### config.mk
export PLATFORM = sky130hd
export DESIGN_NAME = hubTop
export DESIGN_NICKNAME = d
export VERILOG_FILES = /design/src/hubPkg.sv /design/src/uartRx.sv /design/src/packetSteer.sv /design/src/rxFifo.sv /design/src/drainArbiter.sv /design/src/hubTop.sv
export SDC_FILE = /design/constraint.sdc
export NUM_CORES = 1
export LEC_CHECK = 0
export BUFFER_PORTS_ARGS = -buffer_cell sky130_fd_sc_hd__buf_2
export CAP_MARGIN = 5
export CORE_ASPECT_RATIO = 0.9
export CORE_MARGIN = 4
export CORE_UTILIZATION = 35
export CTS_CLUSTER_DIAMETER = 120
export DETAILED_ROUTE_END_ITERATION = 16
export GPL_TIMING_DRIVEN = 0
export SYNTH_ARGS = -nofsm -noshare
export SYNTH_HDL_FRONTEND = slang
export SYNTH_SLANG_ARGS = --single-unit
### constraint.sdc
create_clock -name clk -period 5.6 [get_ports clk]
set_input_delay 0.56 -clock clk [delete_from_list [all_inputs] [get_ports clk]]
set_output_delay 0.56 -clock clk [all_outputs]
set_load 0.02 [all_outputs]
### src/hubPkg.sv
// Hub package with widths, FIFO depths, serial timing, counter sizes and the received byte union
package hubPkg;

        //////////////////////////////
        // Data path sizes
        //////////////////////////////
        localparam int DataBits = 8;
        localparam int NumChannels = 4;
        localparam int ChanBits = 2;                   // log2 of NumChannels
        localparam int LenBits = 4;                    // Header length field
        localparam int FifoDepthLog = 3;
        localparam int FifoEntries = 2 ** FifoDepthLog;
        localparam int CreditBits = FifoDepthLog + 1;  // Holds 0..FifoEntries

        //////////////////////////////
        // Serial timing
        //////////////////////////////
        localparam int ClksPerBit = 16;
        localparam int ClkCntBits = $clog2(ClksPerBit);

        // Receiver FSM codes
        localparam logic [1:0] RxIdle = 2'd0;
        localparam logic [1:0] RxStart = 2'd1;
        localparam logic [1:0] RxData = 2'd2;
        localparam logic [1:0] RxStop = 2'd3;

        //////////////////////////////
        // Host side
        //////////////////////////////
        localparam int HostCredits = 2;
        localparam int HostCredBits = $clog2(HostCredits + 2);  // Room for one extra grant

        // A received byte is a header or a payload byte
        typedef union packed {
                logic [DataBits-1:0] data;
                struct packed {
                        logic [ChanBits-1:0] channel;
                        logic [DataBits-ChanBits-LenBits-1:0] spare;
                        logic [LenBits-1:0] length;     // Zero means ignore
                } header;
        } rxByte_u;

endpackage

### src/uartRx.sv
// Serial 8N1 receiver with two flop line synchronizer and oversampling bit FSM
module uartRx
(
        input  logic clk,
        input  logic rst,
        input  logic serialIn,
        output logic rxValid,
        output logic [hubPkg::DataBits-1:0] rxData
);

        logic [1:0] syncReg;
        logic lineIn;
        logic lineDly;                                  // Previous synchronized level
        logic [1:0] state;
        logic [2:0] bitCount;
        logic [hubPkg::ClkCntBits-1:0] clkCount;
        logic midBit;
        logic endBit;

        assign lineIn = syncReg[1];
        assign midBit = (clkCount == hubPkg::ClkCntBits'(hubPkg::ClksPerBit / 2 - 1));
        assign endBit = (clkCount == hubPkg::ClkCntBits'(hubPkg::ClksPerBit - 1));

        // Line idles high
        always_ff @(posedge clk)
        begin
                if (rst)
                begin
                        syncReg <= 2'b11;
                        lineDly <= 1'b1;
                end
                else
                begin
                        syncReg <= {syncReg[0], serialIn};
                        lineDly <= lineIn;
                end
        end

        //////////////////////////////
        // Bit timing FSM
        //////////////////////////////
        always_ff @(posedge clk)
        begin
                if (rst)
                begin
                        state <= hubPkg::RxIdle;
                        bitCount <= '0;
                        clkCount <= '0;
                        rxValid <= 1'b0;
                end
                else
                begin
                        rxValid <= 1'b0;
                        clkCount <= clkCount + hubPkg::ClkCntBits'(1);
                        case (state)
                                hubPkg::RxIdle:
                                begin
                                        clkCount <= '0;
                                        if (lineDly && !lineIn)     // Falling edge of start bit
                                                state <= hubPkg::RxStart;
                                end
                                hubPkg::RxStart:
                                begin
                                        if (midBit)
                                        begin
                                                clkCount <= '0;
                                                bitCount <= '0;
                                                // A high line at mid bit was only a glitch
                                                state <= lineIn ? hubPkg::RxIdle : hubPkg::RxData;
                                        end
                                end
                                hubPkg::RxData:
                                begin
                                        if (endBit)
                                        begin
                                                clkCount <= '0;
                                                bitCount <= bitCount + 3'd1;
                                                if (bitCount == 3'(hubPkg::DataBits - 1))
                                                        state <= hubPkg::RxStop;
                                        end
                                end
                                default:
                                begin
                                        if (endBit)
                                        begin
                                                rxValid <= lineIn;  // Low stop bit drops the byte
                                                state <= hubPkg::RxIdle;
                                        end
                                end
                        endcase
                end
        end

        // LSB arrives first
        always_ff @(posedge clk)
        begin
                if (state == hubPkg::RxData && endBit)
                        rxData <= {lineIn, rxData[hubPkg::DataBits-1:1]};
        end

endmodule

### src/packetSteer.sv
// Packet header parser, channel router, per channel credit counters and sticky overflow flags
module packetSteer
(
        input  logic clk,
        input  logic rst,
        input  logic rxValid,
        input  logic [hubPkg::DataBits-1:0] rxData,
        input  logic [hubPkg::NumChannels-1:0] creditReturn,
        output logic [hubPkg::NumChannels-1:0] pushValid,
        output logic [hubPkg::DataBits-1:0] pushData,
        output logic [hubPkg::NumChannels-1:0] overflow
);

        hubPkg::rxByte_u rxByte;
        logic [hubPkg::LenBits-1:0] remaining;          // Payload bytes still expected
        logic [hubPkg::ChanBits-1:0] curChannel;
        logic [hubPkg::CreditBits-1:0] credit [hubPkg::NumChannels];
        logic [hubPkg::NumChannels-1:0] take;
        logic [hubPkg::NumChannels-1:0] drop;
        logic isPayload;

        assign rxByte.data = rxData;
        assign isPayload = rxValid && (remaining != '0);

        // A payload byte either spends a credit or is lost
        always_comb
        begin
                take = '0;
                drop = '0;
                if (isPayload)
                begin
                        if (credit[curChannel] != '0)
                                take[curChannel] = 1'b1;
                        else
                                drop[curChannel] = 1'b1;
                end
        end

        //////////////////////////////
        // Header parsing
        //////////////////////////////
        always_ff @(posedge clk)
        begin
                if (rst)
                begin
                        remaining <= '0;
                        curChannel <= '0;
                end
                else if (isPayload)
                        remaining <= remaining - hubPkg::LenBits'(1);
                else if (rxValid)
                begin
                        curChannel <= rxByte.header.channel;
                        remaining <= rxByte.header.length;  // Length 0 leaves us waiting for a header
                end
        end

        // Credits and overflow per channel
        always_ff @(posedge clk)
        begin
                if (rst)
                begin
                        pushValid <= '0;
                        overflow <= '0;
                        for (int i = 0; i < hubPkg::NumChannels; i++)
                                credit[i] <= hubPkg::CreditBits'(hubPkg::FifoEntries);
                end
                else
                begin
                        pushValid <= take;
                        for (int i = 0; i < hubPkg::NumChannels; i++)
                        begin
                                credit[i] <= credit[i] + hubPkg::CreditBits'(creditReturn[i])
                                             - hubPkg::CreditBits'(take[i]);
                                if (drop[i])
                                        overflow[i] <= 1'b1;
                                else if (creditReturn[i])
                                        overflow[i] <= 1'b0;    // Space freed up again
                        end
                end
        end

        always_ff @(posedge clk)
        begin
                if (isPayload)
                        pushData <= rxByte.data;
        end

endmodule

### src/rxFifo.sv
// Channel receive FIFO with registered empty and half-full flags and pop credit return
module rxFifo
(
        input  logic clk,
        input  logic rst,
        input  logic pushValid,
        input  logic [hubPkg::DataBits-1:0] pushData,
        input  logic pop,
        output logic [hubPkg::DataBits-1:0] headData,
        output logic fifoEmpty,
        output logic fifoHalfFull,
        output logic creditReturn
);

        logic [hubPkg::DataBits-1:0] fifoMem [hubPkg::FifoEntries];
        logic [hubPkg::FifoDepthLog-1:0] rdPtr;
        logic [hubPkg::FifoDepthLog-1:0] wrPtr;
        logic [hubPkg::CreditBits-1:0] count;
        logic [hubPkg::CreditBits-1:0] countNext;
        logic doPop;

        // Upstream credits guarantee room for every push
        assign doPop = pop && !fifoEmpty;
        assign countNext = count + hubPkg::CreditBits'(pushValid) - hubPkg::CreditBits'(doPop);
        assign headData = fifoMem[rdPtr];

        always_ff @(posedge clk)
        begin
                if (pushValid)
                        fifoMem[wrPtr] <= pushData;
        end

        //////////////////////////////
        // Pointers and flags
        //////////////////////////////
        always_ff @(posedge clk)
        begin
                if (rst)
                begin
                        rdPtr <= '0;
                        wrPtr <= '0;
                        count <= '0;
                        fifoEmpty <= 1'b1;
                        fifoHalfFull <= 1'b0;
                        creditReturn <= 1'b0;
                end
                else
                begin
                        if (pushValid)
                                wrPtr <= wrPtr + hubPkg::FifoDepthLog'(1);
                        if (doPop)
                                rdPtr <= rdPtr + hubPkg::FifoDepthLog'(1);
                        count <= countNext;
                        fifoEmpty <= (countNext == '0);
                        // At least half the entries in use
                        fifoHalfFull <= (countNext >= hubPkg::CreditBits'(hubPkg::FifoEntries / 2));
                        creditReturn <= doPop;          // One credit back per byte read
                end
        end

endmodule

### src/drainArbiter.sv
// Round-robin drain of the channel FIFOs to the host port under host credits
module drainArbiter
(
        input  logic clk,
        input  logic rst,
        input  logic [hubPkg::NumChannels-1:0] fifoEmpty,
        input  logic [hubPkg::NumChannels*hubPkg::DataBits-1:0] headData,
        input  logic hostCredit,
        output logic [hubPkg::NumChannels-1:0] pop,
        output logic outValid,
        output logic [hubPkg::DataBits-1:0] outData,
        output logic [hubPkg::ChanBits-1:0] outChannel
);

        logic [hubPkg::HostCredBits-1:0] credits;
        logic [hubPkg::HostCredBits-1:0] creditNext;
        logic [hubPkg::ChanBits-1:0] lastServed;
        logic [hubPkg::ChanBits-1:0] cand;
        logic [hubPkg::ChanBits-1:0] pick;
        logic found;

        //////////////////////////////
        // Pick next busy channel
        //////////////////////////////
        always_comb
        begin
                found = 1'b0;
                pick = lastServed;
                cand = lastServed;
                for (int k = 1; k <= hubPkg::NumChannels; k++)
                begin
                        cand = lastServed + hubPkg::ChanBits'(k);   // Wraps around
                        if (!found && !fifoEmpty[cand] && credits != '0)
                        begin
                                found = 1'b1;
                                pick = cand;
                        end
                end
                pop = '0;
                if (found)
                        pop[pick] = 1'b1;
        end

        assign creditNext = credits + hubPkg::HostCredBits'(hostCredit)
                            - hubPkg::HostCredBits'(found);

        always_ff @(posedge clk)
        begin
                if (rst)
                begin
                        credits <= hubPkg::HostCredBits'(hubPkg::HostCredits);
                        lastServed <= hubPkg::ChanBits'(hubPkg::NumChannels - 1);  // Channel 0 first
                        outValid <= 1'b0;
                end
                else
                begin
                        // Extra grants beyond the limit are ignored
                        if (creditNext > hubPkg::HostCredBits'(hubPkg::HostCredits))
                                credits <= hubPkg::HostCredBits'(hubPkg::HostCredits);
                        else
                                credits <= creditNext;
                        if (found)
                                lastServed <= pick;
                        outValid <= found;
                end
        end

        always_ff @(posedge clk)
        begin
                if (found)
                begin
                        outData <= headData[pick*hubPkg::DataBits +: hubPkg::DataBits];
                        outChannel <= pick;
                end
        end

endmodule

### src/hubTop.sv
// Top level of the serial receive hub with receiver, steering, channel FIFOs and drain
module hubTop
(
        input  logic clk,
        input  logic rst,
        input  logic serialIn,
        input  logic hostCredit,
        output logic outValid,
        output logic [hubPkg::DataBits-1:0] outData,
        output logic [hubPkg::ChanBits-1:0] outChannel,
        output logic [hubPkg::NumChannels-1:0] overflow,
        output logic [hubPkg::NumChannels-1:0] fifoEmpty,
        output logic [hubPkg::NumChannels-1:0] fifoHalfFull
);

        logic rxValid;
        logic [hubPkg::DataBits-1:0] rxData;
        logic [hubPkg::NumChannels-1:0] pushValid;
        logic [hubPkg::DataBits-1:0] pushData;
        logic [hubPkg::NumChannels-1:0] creditReturn;
        logic [hubPkg::NumChannels-1:0] pop;
        logic [hubPkg::NumChannels*hubPkg::DataBits-1:0] headData;  // Channel 0 in the low byte

        uartRx uartRx0
        (
                .clk(clk),
                .rst(rst),
                .serialIn(serialIn),
                .rxValid(rxValid),
                .rxData(rxData)
        );

        packetSteer packetSteer0
        (
                .clk(clk),
                .rst(rst),
                .rxValid(rxValid),
                .rxData(rxData),
                .creditReturn(creditReturn),
                .pushValid(pushValid),
                .pushData(pushData),
                .overflow(overflow)
        );

        //////////////////////////////
        // One FIFO per channel
        //////////////////////////////
        for (genvar i = 0; i < hubPkg::NumChannels; i++)
        begin : gChan
                rxFifo rxFifo0
                (
                        .clk(clk),
                        .rst(rst),
                        .pushValid(pushValid[i]),
                        .pushData(pushData),
                        .pop(pop[i]),
                        .headData(headData[i*hubPkg::DataBits +: hubPkg::DataBits]),
                        .fifoEmpty(fifoEmpty[i]),
                        .fifoHalfFull(fifoHalfFull[i]),
                        .creditReturn(creditReturn[i])
                );
        end

        drainArbiter drainArbiter0
        (
                .clk(clk),
                .rst(rst),
                .fifoEmpty(fifoEmpty),
                .headData(headData),
                .hostCredit(hostCredit),
                .pop(pop),
                .outValid(outValid),
                .outData(outData),
                .outChannel(outChannel)
        );

endmodule

# After elaboration in Yosys (flattened, before gate mapping)
# Memory sizes are Yosys's and may differ from the RTL's. A register that Yosys moved wholly into a read port is not among the register bits.
# Cells that the tools add are included.
[classes] bitwise=6 add_sub_neg=32 n_mux=73 reduce_logical=48 eq_ne=9 n_lt_le_gt_ge=13 shift=1
[op_table] op="two-way mux 4 bit" count=13
[op_table] op="adder 4 x 1 -> 4 bit" count=8
[op_table] op="variable part select 32 x 6 -> 8 bit" count=1
[op_table] op="subtractor 4 x 1 -> 4 bit" count=8
[op_table] op="two-way mux 3 bit" count=10
[op_table] op="two-way mux 1 bit" count=29
[op_table] op="adder 3 x 1 -> 3 bit, second input constant" count=9
[op_table] op="two-way mux 2 bit" count=12
[op_table] op="less-than comparator 2 x 3 -> 1 bit, second input constant" count=6
[op_table] op="greater-or-equal comparator 4 x 3 -> 1 bit, second input constant" count=4
[op_table] op="logical AND 1 bit" count=16
[op_table] op="zero test 4 bit" count=4
[op_table] op="nonzero test 2 bit" count=7
[op_table] op="zero test 1 bit" count=12
[op_table] op="case mux 4 bit (3 select lines)" count=1
[op_table] op="binary-select mux 1 bit (select 2 bit)" count=4
[op_table] op="inequality test 2 x 1 -> 1 bit, second input constant" count=4
[op_table] op="nonzero test 4 bit" count=2
[op_table] op="case mux 2 bit (3 select lines)" count=1
[op_table] op="case mux 3 bit (2 select lines)" count=1
[op_table] op="AND reduction 5 bit" count=1
[op_table] op="OR reduction 5 bit" count=1
[op_table] op="adder 2 bit, second input constant" count=2
[op_table] op="adder 4 x 1 -> 4 bit, second input constant" count=1
[op_table] op="other kinds (19)" count=25
[word_totals] reg_bits=110 wordCells=231 mem_bits_rw=272 output_inout_bits=23 in_bits=4 n_memories=5
[memory_table] name="gChan[0].rxFifo0.fifoMem" depth=8 width=8 read_ports=1 rd_clocked_by_memory_dff=1 write_ports=1 line="rxFifo.sv:15" text="logic [hubPkg::DataBits-1:0] fifoMem [hubPkg::FifoEntries];"
[memory_table] name="gChan[1].rxFifo0.fifoMem" depth=8 width=8 read_ports=1 rd_clocked_by_memory_dff=1 write_ports=1 line="rxFifo.sv:15"
[memory_table] name="gChan[2].rxFifo0.fifoMem" depth=8 width=8 read_ports=1 rd_clocked_by_memory_dff=1 write_ports=1 line="rxFifo.sv:15"
[memory_table] name="gChan[3].rxFifo0.fifoMem" depth=8 width=8 read_ports=1 rd_clocked_by_memory_dff=1 write_ports=1 line="rxFifo.sv:15"
[memory_table] name="packetSteer0.credit" depth=4 width=4 read_ports=5 rd_clocked_by_memory_dff=1 write_ports=4 line="packetSteer.sv:17" text="logic [hubPkg::CreditBits-1:0] credit [hubPkg::NumChannels];"

# Longest topological paths before layout
[logic_depth] ltp_word=26 depth_mapped=15 mapped_depth_nobuf=13

# Modules after synthesis
# Synthesis repeated with hierarchy kept, for this count alone.
[unflattened] hier_cells=1016 area_unflattened_um2=16314.4
[modules_own_cells] mod="rxFifo" cells_each=170 instances=4 seq_area_each_um2=2242.2 area_each_um2=3155.5
[modules_own_cells] mod="packetSteer" cells_each=191 instances=1 seq_area_each_um2=880.8 area_each_um2=1888.1
[modules_own_cells] mod="drainArbiter" cells_each=70 instances=1 seq_area_each_um2=400.4 area_each_um2=929.6
[modules_own_cells] mod="uartRx" cells_each=75 instances=1 seq_area_each_um2=500.5 area_each_um2=874.6

# Least setup slack after synthesis
# No wires, ideal clock.
[synth_path] path_kind="flip-flop to flip-flop" start="reg drainArbiter0.lastServed[1] in the netlist's numbering" end="reg gChan[0].rxFifo0.fifoEmpty" stages_incl_launch_ff=16 required_ps=5481 setup_slack_ps=2414 setup_ps=119 t_arrival_ps=3068 path_buffers=2 synth_period_minus_slack_ps=3186 cell_sequence="dfxtp_1 -> buf_4 -> a21oi_1 -> o32ai_2 -> a21oi_4 -> buf_6 -> or4b_1 -> o2bb2ai_2 -> or2_2 -> nand2_1 -> ha_1 -> inv_1 -> fa_1 -> xor2_1 -> a21oi_1 -> nor3_1"
[synth_via] elab_chain_len=26 word_cells_on_any_way=42 cone_classes="add/sub (4); order compare (2); mux (19); reduce/logical (17)"
[synth_rtl] item="from (decl)" line="drainArbiter.sv:17" text="logic [hubPkg::ChanBits-1:0] lastServed;"
[synth_rtl] item="from (signal assigned)" line="drainArbiter.sv:52" text="lastServed <= hubPkg::ChanBits'(hubPkg::NumChannels - 1);"
[synth_rtl] item="from (signal assigned)" line="drainArbiter.sv:63" text="lastServed <= pick;"
[synth_rtl] item="adder 2 x 1 -> 2 bit" line="drainArbiter.sv:32" text="cand = lastServed + hubPkg::ChanBits'(k);"
[synth_rtl] item="binary-select mux 1 bit (select 2 bit)" line="drainArbiter.sv:33" text="if (!found && !fifoEmpty[cand] && credits != '0)"
[synth_rtl] item="two-way mux 1 bit (implied by the code)" line="drainArbiter.sv:33"
[synth_rtl] item="zero test 1 bit" line="drainArbiter.sv:33"
[synth_rtl] item="logical AND 1 bit" line="drainArbiter.sv:33"
[synth_rtl] item="two-way mux 1 bit" line="drainArbiter.sv:33"
[synth_rtl] item="zero test 1 bit" line="drainArbiter.sv:33"
[synth_rtl] item="logical AND 1 bit (2 in a row)" line="drainArbiter.sv:33"
[synth_rtl] item="[9 not listed]"
[synth_rtl] item="less-than comparator 2 x 3 -> 1 bit (implied by the code) or greater-or-equal comparator 2 x 1 -> 1 bit (tied branches)" line="drainArbiter.sv:41" text="pop[pick] = 1'b1;"
[synth_rtl] item="logical AND 1 bit (implied by the code)" line="drainArbiter.sv:41"
[synth_rtl] item="two-way mux 1 bit (implied by the code)" line="drainArbiter.sv:41"
[synth_rtl] item="demux 1 bit (select 2 bit)"
[synth_rtl] item="two-way mux 4 bit (*)" line="drainArbiter.sv:40" text="if (found)"
[synth_rtl] item="logical AND 1 bit (*)" line="rxFifo.sv:23" text="assign doPop = pop && !fifoEmpty;"
[synth_rtl] item="subtractor 4 x 1 -> 4 bit (*)" line="rxFifo.sv:24" text="assign countNext = count + hubPkg::CreditBits'(pushValid) - hubPkg::CreditBits'(doPop);"
[synth_rtl] item="zero test 4 bit (*)" line="rxFifo.sv:54" text="fifoEmpty <= (countNext == '0);"
[synth_rtl] item="to (signal assigned)" line="rxFifo.sv:54"
[synth_rtl] item="to (decl)" line="rxFifo.sv:10" text="output logic fifoEmpty,"
# Mark *: on every way between the ends. The rest lies on a longest branch, timed or not. The select of a mux whose other input is x is not followed.
# A chain may end at the register's enable or synchronous reset.

# Worst setup path after layout
[layout_path] start="reg gChan[0].rxFifo0.fifoEmpty" end="reg gChan[0].rxFifo0.fifoEmpty"
[layout_via] elab_chain_len=25 word_cells_on_any_way=40 cone_classes="add/sub (1); order compare (2); mux (19); reduce/logical (18)"
[layout_rtl] item="binary-select mux 1 bit (select 2 bit)" line="drainArbiter.sv:33"
[layout_rtl] item="two-way mux 1 bit (implied by the code)" line="drainArbiter.sv:33"
[layout_rtl] item="zero test 1 bit" line="drainArbiter.sv:33"
[layout_rtl] item="logical AND 1 bit" line="drainArbiter.sv:33"
[layout_rtl] item="two-way mux 1 bit" line="drainArbiter.sv:33"
[layout_rtl] item="zero test 1 bit" line="drainArbiter.sv:33"
[layout_rtl] item="logical AND 1 bit (2 in a row)" line="drainArbiter.sv:33"
[layout_rtl] item="two-way mux 1 bit" line="drainArbiter.sv:33"
[layout_rtl] item="[8 not listed]"
[layout_rtl] item="less-than comparator 2 x 3 -> 1 bit (implied by the code) or greater-or-equal comparator 2 x 1 -> 1 bit (tied branches)" line="drainArbiter.sv:41"
[layout_rtl] item="logical AND 1 bit (implied by the code)" line="drainArbiter.sv:41"
[layout_rtl] item="two-way mux 1 bit (implied by the code)" line="drainArbiter.sv:41"
[layout_rtl] item="demux 1 bit (select 2 bit)"
[layout_rtl] item="two-way mux 4 bit" line="drainArbiter.sv:40"
[layout_rtl] item="logical AND 1 bit (*)" line="rxFifo.sv:23"
[layout_rtl] item="subtractor 4 x 1 -> 4 bit (*)" line="rxFifo.sv:24"
[layout_rtl] item="zero test 4 bit (*)" line="rxFifo.sv:54"
# Marks and branches as above.

==> impl_metrics.csv <==
group,metric,value,unit
floorplan,design.core.area,45650,um2
place,post-dp-hpwl,21.51,mm
sta,slew_headroom,19.44,%
global_route,met2_usage,22.64,%
sta,skew,0.02618,ns
synth,seq_area_frac_synth,66.25,%
setup_path,critPathMostFrequentCell,"a21oi_1",
floorplan,ioPinCount,27,
floorplan,rows,74,
sta,drv_slew,0,
finish,n_antenna_cell,0,
synth,netlist_instances,1061,
global_route,grt-ovfl-total,0,
route,dr.pass1.iters,5,
global_route,grt.total_usage,13.22,%
sta,tightest_slew,1.208,ns
cts,cts_buffers,43,
synth,avgSynthCellArea,15.30,um2
sta,finalWorstSetupSlack,2.022,ns
synth,synth_top_area_share,52.18,%
job,max_cap_violations,0,
setup_path,regToRegSetupSlack,2.02,ns
sta,hold_viol_final,0,
place,placement.io_buffers,26,
setup_path,critPathKind,"flip-flop to flip-flop",
floorplan,initial_core_util,35.55,%
global_route,grt_pass1_wl,50.85,mm
synth,syn-num-nets,1119,
min_path,hold_path_class,"input pin to flip-flop",
setup_path,worstPathRequired,6.09,ns
cts,clk_pin_slew,0.06,ns
global_route,antenna_found_initial,0,
pwr,leakagePower,6.248,nW
finish,drive_above_1_share,17.26,%
sta,fmax,279.5,MHz
setup_path,worst-path-stages,14,
setup_path,r2r-start,"gChan[0].rxFifo0.fifoEmpty$_SDFF_PP1_",
route,drt_wl_total,32.74,mm
route,num_vias,8583,
synth,yosysTopAreaCell,"edfxtp_1",
route,drc,0,
floorplan,die_y,212.3,um
place,gp_congestion,0.7823,
cts,clk_latency,0.57,ns
sta,setup_viol,0,
sta,setup_tns,0,ns
sta,rsz0062_at_grt,"false",
setup_path,cp_max_fo,10,
setup_path,crit_arrival,4.07,ns
global_route,grt_pass1_vias,8816,
finish,nets,1196,
min_path,min_from,"serialIn",
synth,synth_most_common_cell,"edfxtp_1",
synth,synth_commonest_cells,"282 x edfxtp_1, 116 x nor2_1, 114 x dfxtp_1",
place,placedInstanceArea,17140,um2
setup_path,cp-end-kind,"flip-flop",
pwr,ir_drop,222.3,uV
synth,ys_top_cells_by_area,"edfxtp_1 52%, dfxtp_1 14%, mux4_2 9.0%",
setup_path,r2r_end,"gChan[0].rxFifo0.fifoEmpty$_SDFF_PP1_",
synth,synth_cell_type_count,60,
cts,cts_tree,"done",
global_route,grtUsageMet3,2.620,%
route,first_iter_violations,479,
synth,yosysWarningCount,0,
synth,mappedNetlistArea,16230,um2
setup_path,cp_num_buf_inv,2,
cts,cts-root-buf,"clkbuf_16",
setup_path,endpoint,"gChan[0].rxFifo0.fifoEmpty$_SDFF_PP1_",
global_route,grt_max_degree,33,
setup_path,slowest_stage,"dfxtp_1",
global_route,busiest_layer,"met2",
cts,cts_resized,0,
cts,post_cts_buffers,0,
setup_path,startpoint_type,"flip-flop",
synth,ys_ff_latch,396,
synth,synth_async_sr_flop_share,0,%
sta,finalCriticalPeriod,3.578,ns
cts,cts_sinks,396,
global_route,grt_use_met1,17.42,%
setup_path,max_stage_delay,0.49,ns
place,post-place-ws,2.030,ns
pwr,pwr_density_cell,471.1,nW/um2
synth,synth_edf_count,282,
finish,fin_area,18560,um2
route,wl_per_cell,18.42,um
route,vias_per_cell,4.827,
synth,ys.flop_type,"edfxtp_1",
finish,area_growth,14.37,%
floorplan,die-width,235.0,um
outcome,outcome,"complete, no violations",
setup_path,cp_top_family,"simple AND/OR/NAND/NOR gates",
cts,cts_hold_buf,0,
floorplan,fp.dieArea,49880,um2
sta,min_period_over_period,63.89,%
cts,clk_path_buf_depth,3,
route,final_antenna_net_count,0,
setup_path,crit_start,"gChan[0].rxFifo0.fifoEmpty$_SDFF_PP1_",
setup_path,worst-r2r-cell-count,14,
cts,htreeDepth,2,
setup_path,path_cells,"a21oi_1 > o32ai_2 > a21oi_4 > buf_6 > or4b_1 > o2bb2ai_2 > or2_2 > nand2_1 > ha_1 > inv_1 > fa_1 > xor2_1 > a21oi_1 > nor3_1",
## power by group
part,switching [mW],leakage (nW),internal [mW]
Clock,1.14,0.663,1.66
Combinational,1.33,2.11,1.13
Sequential,0.130,3.47,3.36
Total,2.60,6.25,6.15
## worst reg2reg max path: stages, from the launching register on
cell	delay, ns
dfxtp_1	0.49
a21oi_1	0.13
o32ai_2	0.41
a21oi_4	0.07
buf_6	0.16
or4b_1	0.49
o2bb2ai_2	0.22
or2_2	0.34
nand2_1	0.07
ha_1	0.17
inv_1	0.06
fa_1	0.40
xor2_1	0.22
a21oi_1	0.12
nor3_1	0.15
## final cells by class
cell class,instances,area [um2]
plain buffers,49,262.8
clock buffers,55,1121
clock inverters,22,275.3
fillers,4159,27090
inverters,55,211.5
multi-input cells,561,5014
flip-flops and latches,396,10750
well taps,608,760.7
repair buffers,32,165.2
## state kept, by name (all words and copies together) (netlist names), 3 cells and up, named ones only
signal	cells
uartRx0.clkCount	4
packetSteer0.remaining	4
gChan.rxFifo0.fifoEmpty	4
gChan.rxFifo0.rdPtr	12
gChan.rxFifo0.count	16
packetSteer0.pushValid	4
packetSteer0.credit	16
uartRx0.bitCount	3
packetSteer0.overflow	4
packetSteer0.pushData	8
gChan.rxFifo0.wrPtr	12
drainArbiter0.outData	8
gChan.rxFifo0.creditReturn	4
gChan.rxFifo0.fifoMem	256
gChan.rxFifo0.fifoHalfFull	4
uartRx0.rxData	8
## per-stage QoR
stage / total power [mW] / instances / util (%) / hold WS (ns)
3_5_place_dp: 6.054 / 1699 / 37.56 / 0.4007
5_1_grt: 9.241 / 1778 / 40.66 / 0.1521
2_1_floorplan: 5.421 / 1061 / - / 0.3895
6_report: 8.744 / 1778 / 40.66 / 0.1708
3_3_place_gp: 6.017 / 1695 / 37.50 / 0.4021
4_1_cts: 8.881 / 1776 / 40.62 / 0.1259
## routing by layer
layer / routed length, um / vias to the layer above
li1: - / 4061
met3: 1192 / 53
met5: 0 / -
met4: 669 / 0
met1: 14710 / 4330
met2: 16170 / 139
## cells in the final DEF, fill, tap and decap left out, types with 4 or more instances in the layout
cell type and instances:
mux2i_1 57, dfxtp_1 114, a211oi_1 6, fa_1 8, buf_1 16, nand2_1 39
or2_2 10, bufinv_16 5, inv_1 54, ha_1 46, xnor2_1 15, nor2_1 116
edfxtp_1 282, nor3_1 23, nand2b_1 27, xor2_1 26, clkbuf_16 43, a21oi_1 28
clkbuf_1 29, mux2_2 10, o21ai_0 8, clkinv_1 7, mux4_2 65, buf_2 31
nor3b_1 4, nand3_1 6, buf_4 12, a21o_1 10, nor2b_1 16
## logic make-up (layout without fill, tap and decap cells)
kind of cell	Yosys count	count (layout)	synth area share, %
compound gates	77	77	3.331
xor+xnor	42	42	2.382
fa+ha+maj	54	54	4.534
buf+inv	104	213	2.922
flops	396	396	66.25
mux	132	132	13.23
simple gates	256	256	7.356
## how the worst min path moves through the flow
stage / cells past startpoint / slack, ns / end
finish: 2 / 0.17 / uartRx0.syncReg[0]$_SDFF_PP1_
global route: 2 / 0.15 / uartRx0.syncReg[0]$_SDFF_PP1_
CTS: 2 / 0.13 / uartRx0.syncReg[0]$_SDFF_PP1_
detailed placement: 1 / 0.40 / uartRx0.syncReg[1]$_SDFF_PP1_
global placement: 1 / 0.40 / uartRx0.syncReg[1]$_SDFF_PP1_
floorplan: 1 / 0.39 / uartRx0.syncReg[1]$_SDFF_PP1_
(Power assumes the default switching activity.)
